<file path="src/common/rv_pkg.sv">
package rv_pkg;

	// Base opcodes of the supported subset
	localparam logic [6:0] OPC_OP     = 7'b0110011;
	localparam logic [6:0] OPC_OP_IMM = 7'b0010011;
	localparam logic [6:0] OPC_LUI    = 7'b0110111;
	localparam logic [6:0] OPC_LOAD   = 7'b0000011;
	localparam logic [6:0] OPC_STORE  = 7'b0100011;
	localparam logic [6:0] OPC_BRANCH = 7'b1100011;
	localparam logic [6:0] OPC_JAL    = 7'b1101111;

	// ALU operations
	localparam logic [2:0] ALU_ADD = 3'd0;
	localparam logic [2:0] ALU_SUB = 3'd1;
	localparam logic [2:0] ALU_AND = 3'd2;
	localparam logic [2:0] ALU_OR  = 3'd3;
	localparam logic [2:0] ALU_XOR = 3'd4;
	localparam logic [2:0] ALU_SLT = 3'd5;

	// Writeback mux select, same order as the four-way mux in WB
	localparam logic [1:0] WB_ALU = 2'd0;
	localparam logic [1:0] WB_MEM = 2'd1;
	localparam logic [1:0] WB_PC4 = 2'd2;
	localparam logic [1:0] WB_IMM = 2'd3;

	// ADDI x0,x0,0
	localparam logic [31:0] NOP_INSTR = 32'h0000_0013;

	// Memory map
	localparam int          RAM_ADDR_W   = 7;
	localparam logic [31:0] UART_TX_ADDR = 32'h8000_0000;

	// UART transmitter
	localparam int CLKS_PER_BIT  = 8;
	localparam int TX_FIFO_DEPTH = 8;
	localparam int TX_PTR_W      = $clog2(TX_FIFO_DEPTH);
	localparam int BAUD_CNT_W    = $clog2(CLKS_PER_BIT);

	// One instruction word seen through each encoding format
	typedef union packed {
		struct packed {
			logic [6:0] funct7;
			logic [4:0] rs2;
			logic [4:0] rs1;
			logic [2:0] funct3;
			logic [4:0] rd;
			logic [6:0] opcode;
		} r_fmt;
		struct packed {
			logic [11:0] imm;
			logic [4:0]  rs1;
			logic [2:0]  funct3;
			logic [4:0]  rd;
			logic [6:0]  opcode;
		} i_fmt;
		struct packed {
			logic [6:0] imm_hi;
			logic [4:0] rs2;
			logic [4:0] rs1;
			logic [2:0] funct3;
			logic [4:0] imm_lo;
			logic [6:0] opcode;
		} s_fmt;
		struct packed {
			logic       imm_12;
			logic [5:0] imm_10_5;
			logic [4:0] rs2;
			logic [4:0] rs1;
			logic [2:0] funct3;
			logic [3:0] imm_4_1;
			logic       imm_11;
			logic [6:0] opcode;
		} b_fmt;
		struct packed {
			logic [19:0] imm;
			logic [4:0]  rd;
			logic [6:0]  opcode;
		} u_fmt;
		struct packed {
			logic       imm_20;
			logic [9:0] imm_10_1;
			logic       imm_11;
			logic [7:0] imm_19_12;
			logic [4:0] rd;
			logic [6:0] opcode;
		} j_fmt;
	} rv_instr_t;

endpackage

</file>
<file path="src/rtl/uart/uart_tx.sv">
module uart_tx (
	input  logic        i_clk,
	input  logic        i_rst_n,
	input  logic        i_we,
	input  logic [31:0] i_wdata,
	output logic        o_tx
);
	import rv_pkg::*;

	// Word FIFO
	logic [31:0]         fifo_mem [TX_FIFO_DEPTH];
	logic [TX_PTR_W-1:0] wr_ptr, rd_ptr;
	logic [TX_PTR_W:0]   fifo_count;
	logic                fifo_empty;
	logic                push, pop, bypass, start;
	logic [31:0]         start_word;

	// Serializer state
	logic                  busy;
	logic [9:0]            frame;
	logic [31:0]           tx_word;
	logic [1:0]            byte_cnt;
	logic [3:0]            bit_cnt;
	logic [BAUD_CNT_W-1:0] baud_cnt;

	assign fifo_empty = (fifo_count == '0);
	// Idle and empty, so the word skips the FIFO
	assign bypass     = i_we & ~busy & fifo_empty;
	assign push       = i_we & ~bypass;
	assign pop        = ~busy & ~fifo_empty;
	assign start      = pop | bypass;
	assign start_word = fifo_empty ? i_wdata : fifo_mem[rd_ptr];

	always_ff @(posedge i_clk) begin
		if (push) begin
			fifo_mem[wr_ptr] <= i_wdata;
		end
	end

	// Pointers wrap on the power-of-two depth
	always_ff @(posedge i_clk or negedge i_rst_n) begin
		if (!i_rst_n) begin
			wr_ptr     <= '0;
			rd_ptr     <= '0;
			fifo_count <= '0;
		end else begin
			if (push) begin
				wr_ptr <= wr_ptr + 1'b1;
			end
			if (pop) begin
				rd_ptr <= rd_ptr + 1'b1;
			end
			case ({push, pop})
				2'b10:   fifo_count <= fifo_count + 1'b1;
				2'b01:   fifo_count <= fifo_count - 1'b1;
				default: fifo_count <= fifo_count;
			endcase
		end
	end

	// Frame is stop, data LSB first, start, sent from bit 0
	always_ff @(posedge i_clk or negedge i_rst_n) begin
		if (!i_rst_n) begin
			busy     <= 1'b0;
			frame    <= '1;
			tx_word  <= '0;
			byte_cnt <= '0;
			bit_cnt  <= '0;
			baud_cnt <= '0;
		end else if (start) begin
			busy     <= 1'b1;
			frame    <= {1'b1, start_word[7:0], 1'b0};
			tx_word  <= {8'h00, start_word[31:8]};
			byte_cnt <= '0;
			bit_cnt  <= '0;
			baud_cnt <= '0;
		end else if (busy) begin
			if (baud_cnt == BAUD_CNT_W'(CLKS_PER_BIT - 1)) begin
				baud_cnt <= '0;
				if (bit_cnt == 4'd9) begin
					bit_cnt <= '0;
					if (byte_cnt == 2'd3) begin
						// Last stop bit done, line back to idle
						busy  <= 1'b0;
						frame <= '1;
					end else begin
						// Next byte follows without a gap
						byte_cnt <= byte_cnt + 1'b1;
						frame    <= {1'b1, tx_word[7:0], 1'b0};
						tx_word  <= {8'h00, tx_word[31:8]};
					end
				end else begin
					bit_cnt <= bit_cnt + 1'b1;
					frame   <= {1'b1, frame[9:1]};
				end
			end else begin
				baud_cnt <= baud_cnt + 1'b1;
			end
		end
	end

	// Registered line, high when idle
	assign o_tx = frame[0];

endmodule

</file>
<file path="config.mk">
export PLATFORM = sky130hd
export DESIGN_NAME = uart_tx
export DESIGN_NICKNAME = d
export VERILOG_FILES = /design/src/common/rv_pkg.sv /design/src/rtl/uart/uart_tx.sv
export SDC_FILE = /design/constraint.sdc
export NUM_CORES = 1
export LEC_CHECK = 0
export ABC_AREA = 1
export BUFFER_PORTS_ARGS = -buffer_cell sky130_fd_sc_hd__clkbuf_2
export CORE_MARGIN = 3
export CORE_UTILIZATION = 50
export DETAILED_ROUTE_END_ITERATION = 8
export PLACE_DENSITY = 0.66
export SETUP_SLACK_MARGIN = 0.1
export SYNTH_ARGS = -nofsm -noshare
export SYNTH_HDL_FRONTEND = slang
export SYNTH_SLANG_ARGS = --single-unit
export TNS_END_PERCENT = 20
</file>
<file path="constraint.sdc">
create_clock -name i_clk -period 5.65 [get_ports i_clk]
set_input_delay 0.8475 -clock i_clk [delete_from_list [all_inputs] [get_ports i_clk]]
set_output_delay 0.8475 -clock i_clk [all_outputs]
set_load 0.005 [all_outputs]
</file>
After elaboration in Yosys (flattened, before gate mapping) --
Memories as Yosys holds them, arrays and structs flattened. Index checks and enable logic that the tools add are counted.
Word-level totals: register bits after elaboration 62, memory bits (writable) 256, input bits 35, output and inout bits 1, memories kept 1
Cells by class: $add $sub $neg 7, eq/ne operators 6, multiplexer cells 31, bitwise gates (word level) 8, reductions and logical operators 7
Memories:
- fifo_mem | words 8, bits a word 32, read ports 1, clocked after Yosys merged registers in 0, wr ports 1, line uart_tx.sv:11 | logic [31:0] fifo_mem [TX_FIFO_DEPTH];
Operators by type and width (count):
- 32-bit two-way mux | 6
- 10-bit two-way mux | 4
- 4-bit two-way mux | 4
- 2-bit two-way mux | 5
- 3-bit by 1-bit adder with 3-bit output (second input constant) | 3
- 3-bit two-way mux | 3
- 9-bit two-way mux | 1
- 4-bit by 1-bit adder with 4-bit output (second input constant) | 2
- 4-bit case mux with 2 select lines | 1
- 2-bit nonzero test | 4
- 1-bit two-way mux | 7
- 1-bit bitwise AND | 4
- 2-bit == test (second input constant) | 2
- 4-bit == test (second input constant) | 1
- 4-bit zero test | 1
- 4-bit AND reduction | 1
- 4-bit by 1-bit subtractor with 4-bit output (second input constant) | 1
- 3-bit == test (second input constant) | 1
- 1-bit NOT | 3
- 2-bit by 1-bit adder with 2-bit output (second input constant) | 1
- 2-bit by 1-bit == test with 1-bit output (second input constant) | 1
- 2-bit inequality test (second input constant) | 1
- 2-bit AND reduction | 1
- 1-bit bitwise OR | 1

Depth between registers and ports, before layout --
Gate-level depths: netlist (run 1).
word-level depth 7, mapped depth 14, mapped depth without buffers 12

Least setup slack after synthesis (run 1) --
OpenSTA, ideal clock, no wires.
kind input port to flip-flop, start in i_we, end mem fifo_mem[0][0], enable pin, data arrival time 2.598 ns, required time 5.229 ns, path slack 2.631 ns, stages on the path 3, buffers on the path 0, cell sequence o21ai_2 or2_2 nor2_1
Between the ends: longest elaborated chain between the ends 6
Ends and longest elaborated chain:
- start, declared | line uart_tx.sv:4 | input logic i_we,
- 1-bit bitwise AND (2 in series) | line uart_tx.sv:28 | assign bypass = i_we & ~busy & fifo_empty;
- 1-bit NOT | line uart_tx.sv:29 | assign push = i_we & ~bypass;
- 1-bit bitwise AND * | line uart_tx.sv:29
- 1-bit two-way mux * | line uart_tx.sv:35 | if (push) begin
- 1-bit two-way mux (not written as such) * | line uart_tx.sv:36 | fifo_mem[wr_ptr] <= i_wdata;
- end, declared | line uart_tx.sv:11
Mark *: on every way between the ends. The rest lies on a longest branch, timed or not.

Worst setup path in the final report (run 1) --
start reg fifo_count[1], end mem fifo_mem[4][23], enable pin
Between the ends: longest elaborated chain between the ends 6
Ends and longest elaborated chain:
- start, declared | line uart_tx.sv:13 | logic [TX_PTR_W:0] fifo_count;
- start signal, assigned | line uart_tx.sv:54 | 2'b10: fifo_count <= fifo_count + 1'b1;
- start signal, assigned | line uart_tx.sv:55 | 2'b01: fifo_count <= fifo_count - 1'b1;
- start signal, assigned | line uart_tx.sv:56 | default: fifo_count <= fifo_count;
- 4-bit zero test | line uart_tx.sv:26 | assign fifo_empty = (fifo_count == '0);
- 1-bit bitwise AND | line uart_tx.sv:28
- 1-bit NOT | line uart_tx.sv:29
- 1-bit bitwise AND | line uart_tx.sv:29
- 1-bit two-way mux | line uart_tx.sv:35
- 1-bit two-way mux (not written as such) | line uart_tx.sv:36
No other way between the ends.

==> results of run 1 <==
## routing by layer
layer  share of wire [%]  global-route usage, %
met1                  45                   29.7
met2                  47                   33.2
met3                 5.8                   2.76
met4                 2.3                   5.94
met5                   0                      0
## power groups by stage
stage	Sequential (mW)	Clock (mW)	Combinational, mW
2_1_floorplan	2.80	0	0.316
3_3_place_gp	2.80	0	0.477
3_5_place_dp	2.80	0	0.487
4_1_cts	2.76	2.01	0.490
5_1_grt	2.78	2.10	0.542
6_report	2.76	1.98	0.486
## sequential cells by signal, summed over array words and instances (netlist names)
register / flops
wr_ptr: 3
fifo_count: 4
busy: 1
tx_word: 24
fifo_mem: 256
byte_cnt: 2
baud_cnt: 3
frame: 9
rd_ptr: 3
bit_cnt: 4
## synthesized netlist by cell type (all sizes together) (9+ instances only)
cell	number	area, µm²
dfrtp	44	1100
clkbuf	12	45.0
inv	34	130
o21ai	24	128
a21oi	36	240
dfstp	9	236
nor2	136	553
edfxtp	256	7690
buf	59	340
ha	10	125
nand2	351	1360
nand3	215	1090
## stage by stage
stage | total power, mW | hold slack [ns] | cells | setup slack, ns
after floorplan | 3.11 | 0.449 | 1211 | 2.63
after global placement | 3.28 | 0.464 | 1513 | 2.54
after detailed placement | 3.29 | 0.466 | 1513 | 2.49
after CTS | 5.26 | 0.454 | 1570 | 2.46
after global routing | 5.41 | 0.496 | 1570 | 2.25
final | 5.22 | 0.447 | 1570 | 2.50
## area by class of cell
cell class	count	area [µm²]
timing repair buffer	43	235
fill	2167	11100
tap	330	413
multi-input combinational	797	3750
inverter	34	131
sequential	309	9030
clock inverter	25	196
clock buffer	32	779
## cells by family (layout without fill, tap and decap cells)
| group | Yosys count | after routing | share of synthesized area [%] |
|---|---|---|---|
| compound gates | 70 | 70 | 3.38 |
| xor+xnor | 9 | 9 | 0.596 |
| fa+ha+maj | 10 | 10 | 0.946 |
| buf+inv | 105 | 134 | 3.90 |
| flops | 309 | 309 | 68.2 |
| simple gates | 708 | 708 | 22.9 |
## worst register-to-register path: cells and delay by family (launching register included)
| family | cells | cell delay [ns] |
|---|---|---|
| flops | 1 | 0.46 |
| simple gates | 4 | 1.51 |
| buf+inv | 1 | 0.57 |
| compound gates | 1 | 0.20 |
## how the worst max path moves through the flow
stage	startpoint	to	depth (start not counted)
floorplan	i_we	fifo_mem[0][0]	3
global placement	fifo_count[1]	fifo_mem[0][17]	6
detailed placement	fifo_count[1]	fifo_mem[4][2]	6
CTS	fifo_count[1]	fifo_mem[4][23]	6
global route	rd_ptr[0]	tx_word[22]	10
finish	fifo_count[1]	fifo_mem[4][23]	6
==> impl_metrics.csv, run 1 <==
group,metric,value,unit
synth,yosysSeqAreaShare,68.2,%
clock_network,cts_resized,0,
synth,syn_nets,1256,
die,start_util,51.6,%
critical_path,cp-start-kind,"flop",
final_layout,nets,1261,
synth,ys_seq_elements,309,
critical_path,rr_endpoint,"fifo_mem[4][23]",
synth,ys_warn_count,0,
routing,drc,0,
critical_path,crit_type,"flop to flop",
placed_design,portBuffers,35,
critical_path,cp_slowest_cell,"nor2_4",
power_and_ir_drop,p_per_area,359,nW/µm²
critical_path,cp_common_cell,"nor2_4",
die,die-width,169,µm
synth,synth-async-reset-ratio,17.2,%
die,die_y,169,µm
power_and_ir_drop,p_leak,5.55,nW
die,floorplan.die_area,28400,µm²
critical_path,cp-end-kind,"flop",
clock_network,cts_buffers,31,
routing,wirelength,29.0,mm
synth,netlist_area,13200,µm²
routing,drtIter0Drc,813,
power_and_ir_drop,p_sw_share,24.4,%
power_and_ir_drop,p_clk_share,37.9,%
placed_design,place_congestion,0.763,
die,coreArea,25600,µm²
power_and_ir_drop,ir_drop,0.271,mV
power_and_ir_drop,combPwrFrac,9.3,%
critical_path,worstReg2RegStart,"fifo_count[1]",
die,boundaryPins,36,
final_layout,drive_gt1_share,12.7,%
run,max_cap_viol_count,0,
sta,slew_viol_final,0,
global_route,grt_max_degree,81,
final_layout,fin_util,56.7,%
routing,antenna_left,0,
final_layout,layout_common_cells,"nand2_1, edfxtp_1, nand3_1, nor2_1, dfrtp_1",
synth,synth.distinct_cells,34,
clock_network,path_clk_slew,0.06,ns
run_status,status,"completed",
clock_network,cts_sinks,309,
sta,finalSetupViolations,0,
critical_path,crit_family,"simple AND/OR/NAND/NOR gates",
sta,post-route-min-period,3.15,ns
sta,max_freq,318,MHz
synth,synth_ff_type,"edfxtp_1",
final_layout,diodes,0,
routing,vias,8641,
clock_network,cts_tree,"built",
power_and_ir_drop,seqPwrFrac,52.8,%
sta,finalHoldViolations,0,
clock_network,clk_latency,0.57,ns
routing,detail_route.vias_per_cell,5.50,
sta,rsz0062_at_grt,"false",
routing,wl_per_cell,18.5,µm
hold_path,hp-class,"input port to async pin",
power_and_ir_drop,p_sw,1.27,mW
clock_network,cts_root_buf,"clkbuf_16",
global_route,grt_pass1_wl,46.8,mm
critical_path,cp.required,5.81,ns
clock_network,cts_setup_buffers,0,
critical_path,critPathMaxStageDelay,0.96,ns
final_layout,stdcell_area,14500,µm²
global_route,grt_pass1_vias,8536,
power_and_ir_drop,internal-power,3.95,mW
critical_path,r2r_setup_slack,2.50,ns
critical_path,worst-path-buf-inv,1,
synth,syn_avg_cell_area,10.9,µm²
critical_path,ff2ff_path_depth,6,
synth,synth_cells,1211,
clock_network,cts_hold_buf,0,
global_route,grtUsageTotal,20.6,%
critical_path,crit_arrival,3.31,ns
sta,finalCritPeriodShare,55.7,%
global_route,antenna_found_initial,0,
sta,relSlewSlack,17.2,%
final_layout,final_common_cell,"nand2_1",
sta,tns,0,ns
synth,synth_edf_count,256,
placed_design,placed_cell_area,13600,µm²
routing,drtPass1Iterations,5,
clock_network,htreeDepth,1,
placed_design,dp_hpwl,15.5,mm
sta,worst_pin_slew,1.24,ns
clock_network,clk_path_buf_depth,3,
critical_path,critical_path_peak_fanout,56,
sta,clock_skew,0.0210,ns
critical_path,path_cells,"nor2_4 -> nand2_2 -> buf_4 -> o21ai_2 -> or2_2 -> nor2_4",
final_layout,area_growth,9.89,%
die,fp-row-count,58,
global_route,grt_overflow,0,
Note: power is estimated with default switching activity, not from simulation.
==> inputs of run 2 (changes only) <==
--- a/config.mk
+++ b/config.mk
@@ -5,12 +5,12 @@
 export SDC_FILE = /design/constraint.sdc
 export NUM_CORES = 1
 export LEC_CHECK = 0
-export ABC_AREA = 1
+export ABC_AREA = 0
 export BUFFER_PORTS_ARGS = -buffer_cell sky130_fd_sc_hd__clkbuf_2
 export CORE_MARGIN = 3
 export CORE_UTILIZATION = 50
 export DETAILED_ROUTE_END_ITERATION = 8
-export PLACE_DENSITY = 0.66
+export PLACE_DENSITY = 0.69
 export SETUP_SLACK_MARGIN = 0.1
 export SYNTH_ARGS = -nofsm -noshare
 export SYNTH_HDL_FRONTEND = slang
==> constraint.sdc (replaced) <==
create_clock -name i_clk -period 2.88 [get_ports i_clk]
set_input_delay 0.432 -clock i_clk [delete_from_list [all_inputs] [get_ports i_clk]]
set_output_delay 0.432 -clock i_clk [all_outputs]
set_load 0.005 [all_outputs]
==> impl_metrics.csv, run 2 <==
group,metric,value,unit
run_status,status,"completed",
power_and_ir_drop,p_total,11.6,mW
routing,detail_route.vias_per_cell,6.04,
critical_path,crit_start,"fifo_count[3]",
power_and_ir_drop,ir_drop,0.538,mV
clock_network,cts_root_buf,"clkbuf_16",
sta,finalHoldViolations,0,
routing,drtPass1Iterations,5,
global_route,grt_overflow,0,
synth,synth_cells,717,
final_layout,largest_register,"fifo_mem",
sta,finalCritPeriodShare,90.5,%
final_layout,final_common_cell,"edfxtp_1",
critical_path,cp_slowest_cell,"or4_4",
sta,relSlewSlack,31.6,%
critical_path,cp.required,3.30,ns
global_route,grt_pass1_wl,41.6,mm
final_layout,fillers,1850,
final_layout,drive_gt1_share,24.7,%
critical_path,cp-end-kind,"flop",
placed_design,placed_cell_area,13300,µm²
routing,drc,0,
routing,wirelength,26.3,mm
final_layout,instances_no_fill,1121,
synth,synth_edf_count,256,
synth,synth_area_leaders,"edfxtp_1, mux4_2, dfrtp_1",
critical_path,critPathMaxStageDelay,0.57,ns
synth,yosysSeqAreaShare,71.4,%
global_route,grt_pass1_vias,7028,
routing,vias,6773,
critical_path,rr_endpoint,"fifo_count[3]",
synth,syn_nets,762,
final_layout,nets,820,
final_layout,fin_util,57.8,%
hold_path,hp-class,"input port to flop",
global_route,antenna_found_initial,0,
clock_network,cts_sinks,309,
synth,netlist_area,12600,µm²
critical_path,crit_arrival,3.03,ns
synth,ys_seq_elements,309,
final_layout,largest_reg_flops,256,
routing,wl_per_cell,23.5,µm
synth,syn_avg_cell_area,17.6,µm²
global_route,grt_max_degree,46,
synth,yosys.area.top_type,"edfxtp_1",
clock_network,path_clk_slew,0.06,ns
critical_path,critical_path_peak_fanout,4,
power_and_ir_drop,p_leak,4.64,nW
synth,synth_ff_type,"edfxtp_1",
routing,drtIter0Drc,627,
clock_network,clk_latency,0.56,ns
final_layout,layout_common_cells,"edfxtp_1, mux4_2, mux2i_1, dfrtp_1, clkbuf_2",
placed_design,place_congestion,0.887,
sta,slew_viol_final,0,
synth,synth.distinct_cells,52,
clock_network,cts_tree,"built",
sta,finalSetupViolations,0,
placed_design,dpl_worst_slack,0.151,ns
sta,rsz0062_at_grt,"false",
sta,tns,0,ns
final_layout,stdcell_area,14200,µm²
hold_path,min_delay_path_depth,1,
final_layout,diodes,0,
die,fp-row-count,57,
sta,clock_skew,0.0297,ns
hold_path,hp-start,"i_wdata[6]",
placed_design,place_inst,1064,
clock_network,htreeDepth,1,
synth,synthTopCellsByCount,"edfxtp_1, mux4_2, dfrtp_1, mux2i_1, nor3_1",
clock_network,cts_buffers,31,
clock_network,clk_path_buf_depth,3,
sta,max_freq,384,MHz
die,die-width,165,µm
synth,synth.most_common_cell,"edfxtp_1",
die,die_y,165,µm
synth,synth-async-reset-ratio,17.2,%
critical_path,cp-start-kind,"flop",
run,max_cap_viol_count,0,
critical_path,r2r_setup_slack,0.27,ns
critical_path,worst-path-buf-inv,2,
critical_path,path_cells,"or4_4 -> o21a_2 -> inv_2 -> buf_4 -> ha_1 -> and4bb_2 -> a211oi_1 -> a211oi_1 -> xor2_1",
power_and_ir_drop,p_per_area,818,nW/µm²
global_route,grtUsageTotal,20.0,%
critical_path,cp_common_cell,"a211oi_1",
placed_design,dp_hpwl,16.3,mm
die,floorplan.die_area,27200,µm²
synth,yosys.area.top_type_share,60.8,%
final_layout,area_growth,12.5,%
sta,layout_setup_ws,0.273,ns
final_layout,reg_top3,"fifo_mem (256), tx_word (24), frame (9)",
sta,worst_hold_slack,0.182,ns
die,boundaryPins,36,
critical_path,cp.depth,9,
routing,antenna_left,0,
die,start_util,51.4,%
sta,worst_pin_slew,1.02,ns
placed_design,portBuffers,35,
synth,ys_warn_count,0,
sta,post-route-min-period,2.61,ns
critical_path,crit_family,"simple AND/OR/NAND/NOR gates",
critical_path,ff2ff_path_depth,9,
critical_path,crit_type,"flop to flop",
hold_path,whs_endpoint,"fifo_mem[5][6]",
die,coreArea,24600,µm²
critical_path,worstReg2RegStart,"fifo_count[3]",
## run 2: changes by cell type after synthesis, sizes merged, moves of 27 or more
| cell | previous run | this run |
|---|---|---|
| nor2 | 136 | 26 |
| nand2 | 351 | 25 |
| nor3 | 1 | 37 |
| buf | 59 | 30 |
| inv | 34 | 4 |
| mux4 | 0 | 52 |
| mux2i | 0 | 42 |
| nand3 | 215 | 3 |
| a211oi | 0 | 27 |
## run 2: cell families (layout without fill, tap and decap cells)
family	Yosys count	in the layout	share of synthesized area, %
flops	309	309	71.4
simple gates	136	136	5.56
compound gates	107	107	5.95
mux	96	96	12.8
buf+inv	48	128	2.48
xor+xnor	11	11	0.763
fa+ha+maj	10	10	0.990
## run 2: area by class of cell
| cell class | count | area, µm² | area share [%] |
|---|---|---|---|
| multi-input combinational | 360 | 3400 | 23.9 |
| timing repair buffer | 68 | 438 | 3.08 |
| clock inverter | 21 | 133 | 0.933 |
| inverter | 5 | 18.8 | 0.132 |
| sequential | 309 | 9030 | 63.5 |
| tap | 324 | 405 | 2.85 |
| clock buffer | 34 | 787 | 5.53 |
## run 2: worst max-delay path by stage
stage,end,slack [ns]
after floorplan,fifo_mem[6][0],-0.07
after global placement,fifo_count[2],0.22
after detailed placement,fifo_count[2],0.15
after CTS,fifo_count[2],0.12
after global routing,fifo_mem[1][22],0.11
final,fifo_count[3],0.27
## run 2: per-layer routing
metal	share of wire, %	global-route usage [%]
met1	43	28.9
met2	49	32.8
met3	6.0	3.34
met4	1.5	3.89
met5	0	0
## run 2: report_power, final
group          internal [mW]  total, mW  leakage, nW  switching, mW
clock                   2.04       3.66        0.440           1.62
combinational          0.715       1.74         1.26           1.02
sequential              5.77       6.23         2.94          0.456
## run 2: timing repair
action                                  in CTS  in global routing
hold buffers                                 1                  0
hold endpoints to repair                    25                  0
resized for setup                            0                  5
endpoints found under the setup margin       0                 41
buffers inserted                             0                  1
