## src/common/rv_pkg.sv

```systemverilog
package rv_pkg;

	// Base opcodes of the supported subset
	localparam logic [6:0] OPC_OP     = 7'b0110011;
	localparam logic [6:0] OPC_OP_IMM = 7'b0010011;
	localparam logic [6:0] OPC_LUI    = 7'b0110111;
	localparam logic [6:0] OPC_LOAD   = 7'b0000011;
	localparam logic [6:0] OPC_STORE  = 7'b0100011;
	localparam logic [6:0] OPC_BRANCH = 7'b1100011;
	localparam logic [6:0] OPC_JAL    = 7'b1101111;

	// ALU operations
	localparam logic [2:0] ALU_ADD = 3'd0;
	localparam logic [2:0] ALU_SUB = 3'd1;
	localparam logic [2:0] ALU_AND = 3'd2;
	localparam logic [2:0] ALU_OR  = 3'd3;
	localparam logic [2:0] ALU_XOR = 3'd4;
	localparam logic [2:0] ALU_SLT = 3'd5;

	// Writeback mux select, same order as the four-way mux in WB
	localparam logic [1:0] WB_ALU = 2'd0;
	localparam logic [1:0] WB_MEM = 2'd1;
	localparam logic [1:0] WB_PC4 = 2'd2;
	localparam logic [1:0] WB_IMM = 2'd3;

	// ADDI x0,x0,0
	localparam logic [31:0] NOP_INSTR = 32'h0000_0013;

	// Memory map
	localparam int          RAM_ADDR_W   = 7;
	localparam logic [31:0] UART_TX_ADDR = 32'h8000_0000;

	// UART transmitter
	localparam int CLKS_PER_BIT  = 8;
	localparam int TX_FIFO_DEPTH = 8;
	localparam int TX_PTR_W      = $clog2(TX_FIFO_DEPTH);
	localparam int BAUD_CNT_W    = $clog2(CLKS_PER_BIT);

	// One instruction word seen through each encoding format
	typedef union packed {
		struct packed {
			logic [6:0] funct7;
			logic [4:0] rs2;
			logic [4:0] rs1;
			logic [2:0] funct3;
			logic [4:0] rd;
			logic [6:0] opcode;
		} r_fmt;
		struct packed {
			logic [11:0] imm;
			logic [4:0]  rs1;
			logic [2:0]  funct3;
			logic [4:0]  rd;
			logic [6:0]  opcode;
		} i_fmt;
		struct packed {
			logic [6:0] imm_hi;
			logic [4:0] rs2;
			logic [4:0] rs1;
			logic [2:0] funct3;
			logic [4:0] imm_lo;
			logic [6:0] opcode;
		} s_fmt;
		struct packed {
			logic       imm_12;
			logic [5:0] imm_10_5;
			logic [4:0] rs2;
			logic [4:0] rs1;
			logic [2:0] funct3;
			logic [3:0] imm_4_1;
			logic       imm_11;
			logic [6:0] opcode;
		} b_fmt;
		struct packed {
			logic [19:0] imm;
			logic [4:0]  rd;
			logic [6:0]  opcode;
		} u_fmt;
		struct packed {
			logic       imm_20;
			logic [9:0] imm_10_1;
			logic       imm_11;
			logic [7:0] imm_19_12;
			logic [4:0] rd;
			logic [6:0] opcode;
		} j_fmt;
	} rv_instr_t;

endpackage

```

## src/rtl/core/rv_alu.sv

```systemverilog
module rv_alu (
	input  logic [31:0] i_a,
	input  logic [31:0] i_b,
	input  logic [2:0]  i_alu_op,
	output logic [31:0] o_result,
	output logic        o_zero
);
	import rv_pkg::*;

	always_comb begin
		case (i_alu_op)
			ALU_ADD: o_result = i_a + i_b;
			ALU_SUB: o_result = i_a - i_b;
			ALU_AND: o_result = i_a & i_b;
			ALU_OR:  o_result = i_a | i_b;
			ALU_XOR: o_result = i_a ^ i_b;
			// Signed compare
			ALU_SLT: o_result = {31'h0, $signed(i_a) < $signed(i_b)};
			default: o_result = 32'h0;
		endcase
	end

	// Used by BEQ and BNE in MEM
	assign o_zero = (o_result == 32'h0);

endmodule

```

## src/rtl/core/rv_core.sv

```systemverilog
module rv_core (
	input  logic        i_clk,
	input  logic        i_rst_n,
	output logic [31:0] o_imem_addr,
	input  logic [31:0] i_imem_data,
	output logic [31:0] o_dmem_addr,
	output logic [31:0] o_dmem_wdata,
	output logic        o_dmem_we,
	output logic        o_dmem_re,
	input  logic [31:0] i_dmem_rdata
);
	import rv_pkg::*;

	// Fetch
	logic [31:0] pc;
	logic [31:0] pc_next;
	logic        take_branch;

	// IF/ID
	rv_instr_t   ifid_instr;
	logic [31:0] ifid_pc;

	// Decode outputs
	logic [31:0] dec_imm;
	logic        dec_alu_src_a_pc, dec_alu_src_b_imm, dec_reg_write;
	logic        dec_mem_write, dec_mem_read, dec_branch, dec_bne, dec_jump;
	logic [2:0]  dec_alu_op;
	logic [1:0]  dec_wb_sel;
	logic [31:0] rs1_data, rs2_data;

	// ID/EX
	logic        idex_alu_src_a_pc, idex_alu_src_b_imm, idex_reg_write;
	logic        idex_mem_write, idex_mem_read, idex_branch, idex_bne, idex_jump;
	logic [2:0]  idex_alu_op;
	logic [1:0]  idex_wb_sel;
	logic [31:0] idex_pc, idex_rs1_data, idex_rs2_data, idex_imm;
	logic [4:0]  idex_rd;

	// Execute
	logic [31:0] alu_a, alu_b, alu_result, branch_target;
	logic        alu_zero;

	// EX/MEM
	logic        exmem_reg_write, exmem_mem_write, exmem_mem_read;
	logic        exmem_branch, exmem_bne, exmem_jump;
	logic [1:0]  exmem_wb_sel;
	logic [31:0] exmem_pc, exmem_target, exmem_alu_result, exmem_imm, exmem_rs2_data;
	logic        exmem_zero;
	logic [4:0]  exmem_rd;

	// MEM/WB
	logic        memwb_reg_write;
	logic [1:0]  memwb_wb_sel;
	logic [31:0] memwb_pc, memwb_mem_data, memwb_alu_result, memwb_imm;
	logic [4:0]  memwb_rd;
	logic [31:0] wb_data;

	assign o_imem_addr = pc;
	assign pc_next     = take_branch ? exmem_target : pc + 32'd4;

	rv_decode decode_i (
		.i_instr(ifid_instr),
		.o_imm(dec_imm),
		.o_alu_src_a_pc(dec_alu_src_a_pc),
		.o_alu_src_b_imm(dec_alu_src_b_imm),
		.o_reg_write(dec_reg_write),
		.o_mem_write(dec_mem_write),
		.o_mem_read(dec_mem_read),
		.o_branch(dec_branch),
		.o_bne(dec_bne),
		.o_jump(dec_jump),
		.o_alu_op(dec_alu_op),
		.o_wb_sel(dec_wb_sel)
	);

	// Read in ID, written back from MEM/WB
	rv_regfile regfile_i (
		.i_clk(i_clk),
		.i_we(memwb_reg_write),
		.i_waddr(memwb_rd),
		.i_wdata(wb_data),
		.i_raddr1(ifid_instr.r_fmt.rs1),
		.i_raddr2(ifid_instr.r_fmt.rs2),
		.o_rdata1(rs1_data),
		.o_rdata2(rs2_data)
	);

	// Operand muxes and target adder
	assign alu_a         = idex_alu_src_a_pc ? idex_pc : idex_rs1_data;
	assign alu_b         = idex_alu_src_b_imm ? idex_imm : idex_rs2_data;
	assign branch_target = idex_pc + idex_imm;

	rv_alu alu_i (
		.i_a(alu_a),
		.i_b(alu_b),
		.i_alu_op(idex_alu_op),
		.o_result(alu_result),
		.o_zero(alu_zero)
	);

	// Branch resolved in MEM
	assign take_branch = exmem_jump | (exmem_branch & (exmem_zero ^ exmem_bne));

	assign o_dmem_addr  = exmem_alu_result;
	assign o_dmem_wdata = exmem_rs2_data;
	assign o_dmem_we    = exmem_mem_write;
	assign o_dmem_re    = exmem_mem_read;

	// PC, instruction word and control fields
	// Taken branch squashes IF/ID, ID/EX and EX/MEM
	always_ff @(posedge i_clk or negedge i_rst_n) begin
		if (!i_rst_n) begin
			pc                 <= 32'h0;
			ifid_instr         <= NOP_INSTR;
			{idex_alu_src_a_pc, idex_alu_src_b_imm, idex_reg_write} <= '0;
			{idex_mem_write, idex_mem_read, idex_branch, idex_bne, idex_jump} <= '0;
			idex_alu_op        <= ALU_ADD;
			idex_wb_sel        <= WB_ALU;
			{exmem_reg_write, exmem_mem_write, exmem_mem_read} <= '0;
			{exmem_branch, exmem_bne, exmem_jump} <= '0;
			exmem_wb_sel       <= WB_ALU;
			memwb_reg_write    <= 1'b0;
			memwb_wb_sel       <= WB_ALU;
		end else begin
			pc                 <= pc_next;
			ifid_instr         <= take_branch ? NOP_INSTR : i_imem_data;
			idex_alu_src_a_pc  <= dec_alu_src_a_pc & ~take_branch;
			idex_alu_src_b_imm <= dec_alu_src_b_imm & ~take_branch;
			idex_reg_write     <= dec_reg_write & ~take_branch;
			idex_mem_write     <= dec_mem_write & ~take_branch;
			idex_mem_read      <= dec_mem_read & ~take_branch;
			idex_branch        <= dec_branch & ~take_branch;
			idex_bne           <= dec_bne & ~take_branch;
			idex_jump          <= dec_jump & ~take_branch;
			idex_alu_op        <= take_branch ? ALU_ADD : dec_alu_op;
			idex_wb_sel        <= take_branch ? WB_ALU : dec_wb_sel;
			exmem_reg_write    <= idex_reg_write & ~take_branch;
			exmem_mem_write    <= idex_mem_write & ~take_branch;
			exmem_mem_read     <= idex_mem_read & ~take_branch;
			exmem_branch       <= idex_branch & ~take_branch;
			exmem_bne          <= idex_bne & ~take_branch;
			exmem_jump         <= idex_jump & ~take_branch;
			exmem_wb_sel       <= take_branch ? WB_ALU : idex_wb_sel;
			// Branch itself still retires
			memwb_reg_write    <= exmem_reg_write;
			memwb_wb_sel       <= exmem_wb_sel;
		end
	end

	// Datapath fields qualified by the control bits above
	always_ff @(posedge i_clk) begin
		ifid_pc          <= pc;
		idex_pc          <= ifid_pc;
		idex_rs1_data    <= rs1_data;
		idex_rs2_data    <= rs2_data;
		idex_imm         <= dec_imm;
		idex_rd          <= ifid_instr.r_fmt.rd;
		exmem_pc         <= idex_pc;
		exmem_target     <= branch_target;
		exmem_alu_result <= alu_result;
		exmem_zero       <= alu_zero;
		exmem_imm        <= idex_imm;
		exmem_rs2_data   <= idex_rs2_data;
		exmem_rd         <= idex_rd;
		memwb_pc         <= exmem_pc;
		memwb_mem_data   <= i_dmem_rdata;
		memwb_alu_result <= exmem_alu_result;
		memwb_imm        <= exmem_imm;
		memwb_rd         <= exmem_rd;
	end

	// Link value is the JAL's own PC plus 4
	always_comb begin
		case (memwb_wb_sel)
			WB_ALU:  wb_data = memwb_alu_result;
			WB_MEM:  wb_data = memwb_mem_data;
			WB_PC4:  wb_data = memwb_pc + 32'd4;
			default: wb_data = memwb_imm;
		endcase
	end

endmodule

```

## src/rtl/core/rv_decode.sv

```systemverilog
module rv_decode (
	input  rv_pkg::rv_instr_t i_instr,
	output logic [31:0]       o_imm,
	output logic              o_alu_src_a_pc,
	output logic              o_alu_src_b_imm,
	output logic              o_reg_write,
	output logic              o_mem_write,
	output logic              o_mem_read,
	output logic              o_branch,
	output logic              o_bne,
	output logic              o_jump,
	output logic [2:0]        o_alu_op,
	output logic [1:0]        o_wb_sel
);
	import rv_pkg::*;

	// Immediate rebuilt from the format the opcode implies
	always_comb begin
		case (i_instr.r_fmt.opcode)
			OPC_OP_IMM, OPC_LOAD:
				o_imm = {{20{i_instr.i_fmt.imm[11]}}, i_instr.i_fmt.imm};
			OPC_STORE:
				o_imm = {{20{i_instr.s_fmt.imm_hi[6]}}, i_instr.s_fmt.imm_hi,
					i_instr.s_fmt.imm_lo};
			OPC_BRANCH:
				o_imm = {{19{i_instr.b_fmt.imm_12}}, i_instr.b_fmt.imm_12,
					i_instr.b_fmt.imm_11, i_instr.b_fmt.imm_10_5,
					i_instr.b_fmt.imm_4_1, 1'b0};
			OPC_LUI:
				o_imm = {i_instr.u_fmt.imm, 12'h000};
			OPC_JAL:
				o_imm = {{11{i_instr.j_fmt.imm_20}}, i_instr.j_fmt.imm_20,
					i_instr.j_fmt.imm_19_12, i_instr.j_fmt.imm_11,
					i_instr.j_fmt.imm_10_1, 1'b0};
			default:
				o_imm = '0;
		endcase
	end

	// Control word, defaults describe a NOP
	always_comb begin
		o_alu_src_a_pc  = 1'b0;
		o_alu_src_b_imm = 1'b0;
		o_reg_write     = 1'b0;
		o_mem_write     = 1'b0;
		o_mem_read      = 1'b0;
		o_branch        = 1'b0;
		o_bne           = 1'b0;
		o_jump          = 1'b0;
		o_alu_op        = ALU_ADD;
		o_wb_sel        = WB_ALU;
		case (i_instr.r_fmt.opcode)
			OPC_OP: begin
				o_reg_write = 1'b1;
				case (i_instr.r_fmt.funct3)
					3'b000: o_alu_op = i_instr.r_fmt.funct7[5] ? ALU_SUB : ALU_ADD;
					3'b010: o_alu_op = ALU_SLT;
					3'b100: o_alu_op = ALU_XOR;
					3'b110: o_alu_op = ALU_OR;
					3'b111: o_alu_op = ALU_AND;
					// Shifts and SLTU not supported
					default: o_reg_write = 1'b0;
				endcase
			end
			OPC_OP_IMM: begin
				o_alu_src_b_imm = 1'b1;
				o_reg_write     = 1'b1;
				case (i_instr.i_fmt.funct3)
					3'b000: o_alu_op = ALU_ADD;
					3'b100: o_alu_op = ALU_XOR;
					3'b110: o_alu_op = ALU_OR;
					3'b111: o_alu_op = ALU_AND;
					default: o_reg_write = 1'b0;
				endcase
			end
			OPC_LUI: begin
				// Immediate goes straight to WB
				o_reg_write = 1'b1;
				o_wb_sel    = WB_IMM;
			end
			OPC_LOAD: begin
				// Word loads only
				o_alu_src_b_imm = 1'b1;
				o_mem_read      = 1'b1;
				o_reg_write     = 1'b1;
				o_wb_sel        = WB_MEM;
			end
			OPC_STORE: begin
				o_alu_src_b_imm = 1'b1;
				o_mem_write     = 1'b1;
			end
			OPC_BRANCH: begin
				// Compare by subtraction, zero flag decides
				o_alu_op = ALU_SUB;
				o_branch = (i_instr.b_fmt.funct3 == 3'b000) ||
					(i_instr.b_fmt.funct3 == 3'b001);
				o_bne    = (i_instr.b_fmt.funct3 == 3'b001);
			end
			OPC_JAL: begin
				// ALU sees PC plus offset as well
				o_alu_src_a_pc  = 1'b1;
				o_alu_src_b_imm = 1'b1;
				o_jump          = 1'b1;
				o_reg_write     = 1'b1;
				o_wb_sel        = WB_PC4;
			end
			default: begin
				// Unknown opcode stays a NOP
				o_alu_op = ALU_ADD;
			end
		endcase
	end

endmodule

```

## src/rtl/core/rv_regfile.sv

```systemverilog
module rv_regfile (
	input  logic        i_clk,
	input  logic        i_we,
	input  logic [4:0]  i_waddr,
	input  logic [31:0] i_wdata,
	input  logic [4:0]  i_raddr1,
	input  logic [4:0]  i_raddr2,
	output logic [31:0] o_rdata1,
	output logic [31:0] o_rdata2
);

	// x1 to x31, x0 has no storage
	logic [31:0] regs [1:31];

	always_ff @(posedge i_clk) begin
		if (i_we && (i_waddr != 5'd0)) begin
			regs[i_waddr] <= i_wdata;
		end
	end

	// Write-through so WB and ID can share a cycle
	assign o_rdata1 = (i_raddr1 == 5'd0) ? 32'h0 :
		(i_we && (i_waddr == i_raddr1)) ? i_wdata : regs[i_raddr1];

	assign o_rdata2 = (i_raddr2 == 5'd0) ? 32'h0 :
		(i_we && (i_waddr == i_raddr2)) ? i_wdata : regs[i_raddr2];

endmodule

```

## config.mk

```make
export PLATFORM = sky130hd
export DESIGN_NAME = rv_core
export DESIGN_NICKNAME = d
export VERILOG_FILES = /design/src/common/rv_pkg.sv /design/src/rtl/core/rv_alu.sv /design/src/rtl/core/rv_core.sv /design/src/rtl/core/rv_decode.sv /design/src/rtl/core/rv_regfile.sv
export SDC_FILE = /design/constraint.sdc
export NUM_CORES = 2
export LEC_CHECK = 0
export BUFFER_PORTS_ARGS = -buffer_cell sky130_fd_sc_hd__buf_2
export CAP_MARGIN = 0
export CORE_ASPECT_RATIO = 0.9
export CORE_MARGIN = 3
export CORE_UTILIZATION = 59
export CTS_BUF_LIST = sky130_fd_sc_hd__clkbuf_2 sky130_fd_sc_hd__clkbuf_4 sky130_fd_sc_hd__clkbuf_8
export DETAILED_ROUTE_END_ITERATION = 10
export PLACE_DENSITY = 0.91
export SLEW_MARGIN = 25
export SYNTH_ARGS = -nofsm -noshare
export SYNTH_HDL_FRONTEND = slang
export SYNTH_HIERARCHICAL = 1
export SYNTH_SLANG_ARGS = --single-unit
```

## constraint.sdc

```tcl
create_clock -name i_clk -period 4.4 [get_ports i_clk]
set_input_delay 0.44 -clock i_clk [delete_from_list [all_inputs] [get_ports i_clk]]
set_output_delay 0.44 -clock i_clk [all_outputs]
set_load 0.005 [all_outputs]
```

== Word-level counts from Yosys, hierarchy flattened ==
Memory sizes are Yosys's and may differ from the RTL's. A register that Yosys moved wholly into a read port is not among the register bits.
Index checks and enable logic that the tools add are counted.

* Register bits after elaboration: 487
* Memories kept: 1
* Output and inout bits: 98
* Input bits: 66
* Memory bits (writable): 992
* Word-level logic and storage cells: 122

* Muxes and demuxes: 26
* $add $sub $neg: 5
* Reduce and logical (&&, ||, !) cells: 14
* Bitwise operators: 20
* Equality and inequality tests: 19
* $lt $le $gt $ge: 1

{| class="wikitable"
|+ Memories
! memory !! depth !! width !! read ports !! clocked after memory_dff !! write ports !! RTL line !! RTL
|-
| regfile_i.regs || 31 || 32 || 2 || 2 || 1 || rv_regfile.sv:13 || <nowiki>logic [31:0] regs [1:31];</nowiki>
|}

{| class="wikitable"
|+ Operators by type and width
! cell !! count
|-
| one-hot mux 32 bit (6 select lines) || 1
|-
| one-hot mux 32 bit (5 select lines) || 1
|-
| 2-to-1 mux 32 bit || 4
|-
| one-hot mux 32 bit (3 select lines) || 1
|-
| adder 32 x 3 -> 32 bit (second input constant) || 2
|-
| adder 32 bit || 2
|-
| bitwise AND 32 bit || 1
|-
| logical NOT 32 bit || 1
|-
| < comparator 32 bit || 1
|-
| OR 32 bit || 1
|-
| subtractor 32 bit || 1
|-
| bitwise XOR 32 bit || 1
|-
| == test 7 x 6 -> 1 bit (second input constant) || 3
|-
| one-hot mux 3 bit (3 select lines) || 2
|-
| == test 3 bit (second input constant) || 5
|-
| one-hot mux 3 bit (5 select lines) || 1
|-
| bitwise AND 1 bit || 14
|-
| == test 7 bit (second input constant) || 2
|-
| 2-to-1 mux 1 bit || 11
|-
| logical NOT 5 bit || 2
|-
| == test 3 x 2 -> 1 bit (second input constant) || 3
|-
| OR reduction 4 bit || 2
|-
| == test 7 x 2 -> 1 bit (second input constant) || 1
|-
| == test 7 x 5 -> 1 bit (second input constant) || 1
|-
| other kinds (18) || 21
|}

== Logic depth before layout (Yosys ltp) ==
* Depth after elaboration: 5
* Mapped depth: 18
* Depth with buffers taken out: 15

== Modules after synthesis ==
Netlist, hierarchy kept.

{| class="wikitable"
|+ By module, submodules not included
! module !! sequential area each (um^2) !! area an instance (um^2) !! times used !! cells each
|-
| rv_regfile || 29788.6 || 47200.3 || 1 || 2759
|-
| rv_core || 11494.8 || 16430.8 || 1 || 1191
|-
| rv_alu || 0.0 || 5800.6 || 1 || 886
|-
| rv_decode || 0.0 || 581.8 || 1 || 85
|}

== Least setup slack after synthesis ==
Ideal clock, no wire load.

* Path kind: flip-flop to flip-flop
* Start point: register idex_alu_src_a_pc
* End point: register exmem_zero
* Stages on the path, launching flop included: 16
* Buffers on the path: 2
* Setup time: 88 ps
* Period minus slack after synthesis: 4736 ps
* Required time: 4312 ps
* Setup slack: -336 ps
* Data arrival time: 4649 ps
* Cells stage by stage: dfrtp_1 -> clkbuf_1 -> buf_1 -> mux2_2 -> fa_1 -> nand3_1 -> nand2_1 -> a22oi_2 -> o22ai_1 -> a31o_1 -> or4_1 -> or3_1 -> or4_1 -> or4b_1 -> or4_1 -> nor4_2

* Word-level cells in the longest chain between the ends: 4
* Elaborated cells between the ends (all ways): 9
* Those cells by class: 2 x add/sub; 1 x order compare; 2 x mux; 3 x bitwise; 1 x reduce/logical

{| class="wikitable"
|+ RTL lines
! element !! RTL line !! RTL
|-
| start, declared || rv_core.sv:32 || <nowiki>logic idex_alu_src_a_pc, idex_alu_src_b_imm, idex_reg_write;</nowiki>
|-
| start signal, assigned || rv_core.sv:127 || <nowiki>idex_alu_src_a_pc <= dec_alu_src_a_pc & ~take_branch;</nowiki>
|-
| 2-to-1 mux 32 bit * || rv_core.sv:89 || <nowiki>assign alu_a = idex_alu_src_a_pc ? idex_pc : idex_rs1_data;</nowiki>
|-
| via alu_a[1] || rv_core.sv:40 || <nowiki>logic [31:0] alu_a, alu_b, alu_result, branch_target;</nowiki>
|-
| subtractor 32 bit / adder 32 bit (equally long branches) || rv_alu.sv:13, rv_alu.sv:12 ||
|-
| one-hot mux 32 bit (6 select lines) * || rv_alu.sv:11 || <nowiki>case (i_alu_op)</nowiki>
|-
| via alu_result[4] || rv_core.sv:40 ||
|-
| logical NOT 32 bit * || rv_alu.sv:24 || <nowiki>assign o_zero = (o_result == 32'h0);</nowiki>
|-
| via alu_zero || rv_core.sv:41 || <nowiki>logic alu_zero;</nowiki>
|-
| end signal, assigned || rv_core.sv:161 || <nowiki>exmem_zero <= alu_zero;</nowiki>
|-
| end, declared || rv_core.sv:48 || <nowiki>logic exmem_zero;</nowiki>
|}

Mark *: on every way through the listed nets, which the timed path passes. The rest lies on a longest branch.

== Final worst setup path ==
* Start point: register idex_alu_src_a_pc
* End point: register exmem_zero

* Word-level cells in the longest chain between the ends: 4
* Elaborated cells between the ends (all ways): 9
* Those cells by class: 2 x add/sub; 1 x order compare; 2 x mux; 3 x bitwise; 1 x reduce/logical

{| class="wikitable"
|+ RTL lines
! element !! RTL line !! RTL
|-
| 2-to-1 mux 32 bit * || rv_core.sv:89 ||
|-
| via alu_a[4] || rv_core.sv:40 ||
|-
| subtractor 32 bit (tied with other cells) || rv_alu.sv:13 || <nowiki>ALU_SUB: o_result = i_a - i_b;</nowiki>
|-
| one-hot mux 32 bit (6 select lines) * || rv_alu.sv:11 ||
|-
| logical NOT 32 bit * || rv_alu.sv:24 ||
|-
| via alu_zero || rv_core.sv:41 ||
|}

Marked as above.

==> flow_metrics.tcl <==
set metrics [dict create \
    status "complete, but fails checks" \
    violations "negative setup slack" \
    die_h_um 332.8 \
    worstReg2RegEnd "exmem_zero" \
    io_buffers 163 \
    place_area_um2 75770 \
    wire_per_inst_um 35.19 \
    worst_pin_slew_ns 1.197 \
    syn_area_um2 70010 \
    critPathLaunch "idex_alu_src_a_pc" \
    p_per_area_nw_per_um2 479.8 \
    crit_chain "clkbuf_16 > mux2_2 > inv_2 > ha_4 > buf_4 > and2_1 > buf_4 > a221o_1 > o211ai_1 > and3_1 > o21ai_1 > o22ai_2 > nand4bb_1 > or4_4 > or4b_1 > or4_4 > nor4_2" \
    period_needed_ns 4.782 \
    grt_pass1_wl_mm 365.2 \
    crit_type "flop to flop" \
    drive_above_1_share 0.3092 \
    seq_area_frac_synth 0.5896 \
    gp_congestion 1.048 \
    synthTopCellsByArea "edfxtp_1, dfxtp_1, mux4_2" \
    detailroute.via_count 53180 \
    synth.distinct_cells 115 \
    worstSetupEndpoint "exmem_zero" \
    drt-pass1-iter-count 7 \
    largest_reg_flops 992 \
    ir_drop_uv 496.2 \
    syn-num-nets 5124 \
    cts_max_path_buffers 3 \
    h-tree-depth 4 \
    critPathArrivalTime_ns 5.70 \
    design_area_um2 81940 \
    grt_pass1_vias 52280 \
    p_leak_uw 0.03056 \
    finalHoldViolations 0 \
    maxCapViolCount 0 \
    hp-class "input port to asynchronous set/reset pin" \
    layout_commonest_cell "edfxtp_1" \
    grt_remaining_overflow 0 \
    final_nets 5772 \
    ios 164 \
    syn_to_final_growth_pct 17.04 \
    ys_warn_count 6 \
    fp.dieArea_um2 122800 \
    cp-end-kind "flop" \
    finalMaxSlewViolations 0 \
    setup_slack_ns -0.3820 \
    layout_common_cells "edfxtp_1, buf_4, dfxtp_1" \
    ys_async_sr_fraction 0.05699 \
    crit_fanout 7 \
    start_util 0.5967 \
    antenna_left 0 \
    slowest_stage "or4b_1" \
    die_x_um 369.1 \
    drt_iter0_drc 9796 \
    cts_tree "yes" \
    drc 0 \
    syn_inst 4921 \
    core-area_um2 117300 \
    cp-start-kind "flop" \
    r2r_start "idex_alu_src_a_pc" \
    clockRootBuffer "clkbuf_8" \
    rsz0062_at_grt "yes" \
    grt_usage 0.4153 \
    regMostFlops "regfile_i/regs" \
    cpPeakStageDelay_ns 0.49 \
    rows 119 \
    wirelength_mm 259.0 \
    synth_top_cell_area_share 0.4255 \
    yosysTopAreaCell "edfxtp_1" \
    slew_headroom 0.2021 \
    fill_cells 7350 \
    r2r_setup_slack_ns -0.38 \
    timing.final.crit_share 1.087 \
    grt_start_max_net_pins 73 \
    synth-edff-count 992 \
    cts_sinks 1544 \
    fin_util 0.6984 \
    antenna_found_initial 32 \
    finClkSkew_ns 0.05740 \
    clk_latency_ns 1.01 \
    synth_seq_cells 1544 \
    avgViaCountPerCell 7.225 \
    clk_pin_slew_ns 0.08 \
    r2r_cells 17 \
    numCtsBuffers 230 \
    setup_viol 1 \
    synth-main-ff-cell "edfxtp_1" \
    dp_hpwl_mm 169.6 \
    clock.fmax_ghz 0.2091 \
    avgSynthCellArea_um2 14.23 \
    required_ns 5.31 \
]
layer usage:
layer / track usage / share of wire / vias to the layer above
li1: - / - / 20680
met1: 0.5349 / 0.34 / 25610
met2: 0.6030 / 0.43 / 5492
met3: 0.1513 / 0.16 / 1382
met4: 0.2541 / 0.077 / 8
met5: 0 / 0.00021 / -
cells by family (layout without fill, tap and decap cells):
| group | Yosys count | in the layout | synth area share |
|---|---|---|---|
| muxes | 775 | 775 | 0.1742 |
| AOI/OAI and AO/OA | 1019 | 1019 | 0.1059 |
| other | 0 | 21 | 0 |
| DFF | 1544 | 1544 | 0.5896 |
| and+or+nand+nor | 881 | 881 | 0.06110 |
| buffers and inverters | 453 | 1298 | 0.03040 |
| adders and majority gates | 137 | 137 | 0.02480 |
| xor gates and xnor gates | 112 | 112 | 0.01401 |
worst max-delay path: cells and delay by family (launching register included):
| family | cells | cell delay, ns |
|---|---|---|
| buf+inv | 4 | 0.57 |
| fa+ha+maj | 1 | 0.23 |
| compound gates | 4 | 0.91 |
| simple gates | 7 | 2.15 |
| mux | 1 | 0.35 |
| flops | 1 | 0.48 |
report_power, final:
| part | total [uW] | switching, uW | internal [uW] |
|---|---|---|---|
| clock | 12400 | 5800 | 6570 |
| sequential | 18700 | 1040 | 17600 |
| combinational | 8260 | 5210 | 3050 |
how the worst min path moves through the flow:
stage	startpoint	endpoint	slack [ns]
floorplan	i_rst_n	exmem_bne	0.14
global placement	exmem_imm[22]	memwb_imm[22]	0.31
detailed placement	exmem_imm[19]	memwb_imm[19]	0.31
CTS	i_dmem_rdata[5]	memwb_mem_data[5]	0.02
global route	i_dmem_rdata[4]	memwb_mem_data[4]	0.04
finish	i_rst_n	ifid_instr[31]	0.05
final cells by class:
| type | instances | area [um^2] | area share |
|---|---|---|---|
| diodes | 21 | 52.55 | 0.0006413 |
| clock buffers | 350 | 4279 | 0.05222 |
| clock inverters | 79 | 596.8 | 0.007283 |
| inverters | 112 | 420.4 | 0.005130 |
| multi-input cells | 2924 | 27410 | 0.3345 |
| flip-flops and latches | 1544 | 41320 | 0.5042 |
| well taps | 1573 | 1968 | 0.02402 |
| repair buffers | 757 | 5897 | 0.07196 |
metrics by stage:
step / TNS [ns] / hold slack, ns / total power, uW / std cells / setup WS (ns)
2_1_floorplan: 0 / 0.1444 / 22190 / 4921 / 0.0009908
6_report: -0.3820 / 0.05210 / 39320 / 7360 / -0.3820
4_1_cts: -0.3464 / 0.01993 / 38680 / 7335 / -0.3464
3_3_place_gp: -0.7260 / 0.3104 / 26270 / 6833 / -0.6383
5_1_grt: -0.5056 / 0.04109 / 40190 / 7343 / -0.5056
3_5_place_dp: -0.7780 / 0.3121 / 26400 / 6833 / -0.6552
cells in the mapped netlist, types with 39 or more instances:
cell	count
a211oi_1	79
a21oi_1	203
and2_1	67
buf_2	113
clkbuf_1	160
dfrtp_1	85
dfxtp_1	464
edfxtp_1	992
ha_1	134
inv_1	109
mux2_2	147
mux2i_1	281
mux4_2	335
nand2_1	269
nand3_1	75
nor2_1	228
nor2b_1	44
nor3_1	42
o2111ai_1	39
o211ai_1	44
o21ai_0	97
o22ai_1	90
xnor2_1	61
xor2_1	51
timing repair:
item | in CTS | in global routing
hold buffers | 65 | 0
cloned | 0 | 1
hold endpoints to repair | 132 | 0
endpoints found under the setup margin | 2 | 3
setup buffers | 8 | 3
gates resized for setup | 55 | 47
pin swaps | 13 | 16
(Power assumes the default switching activity.)
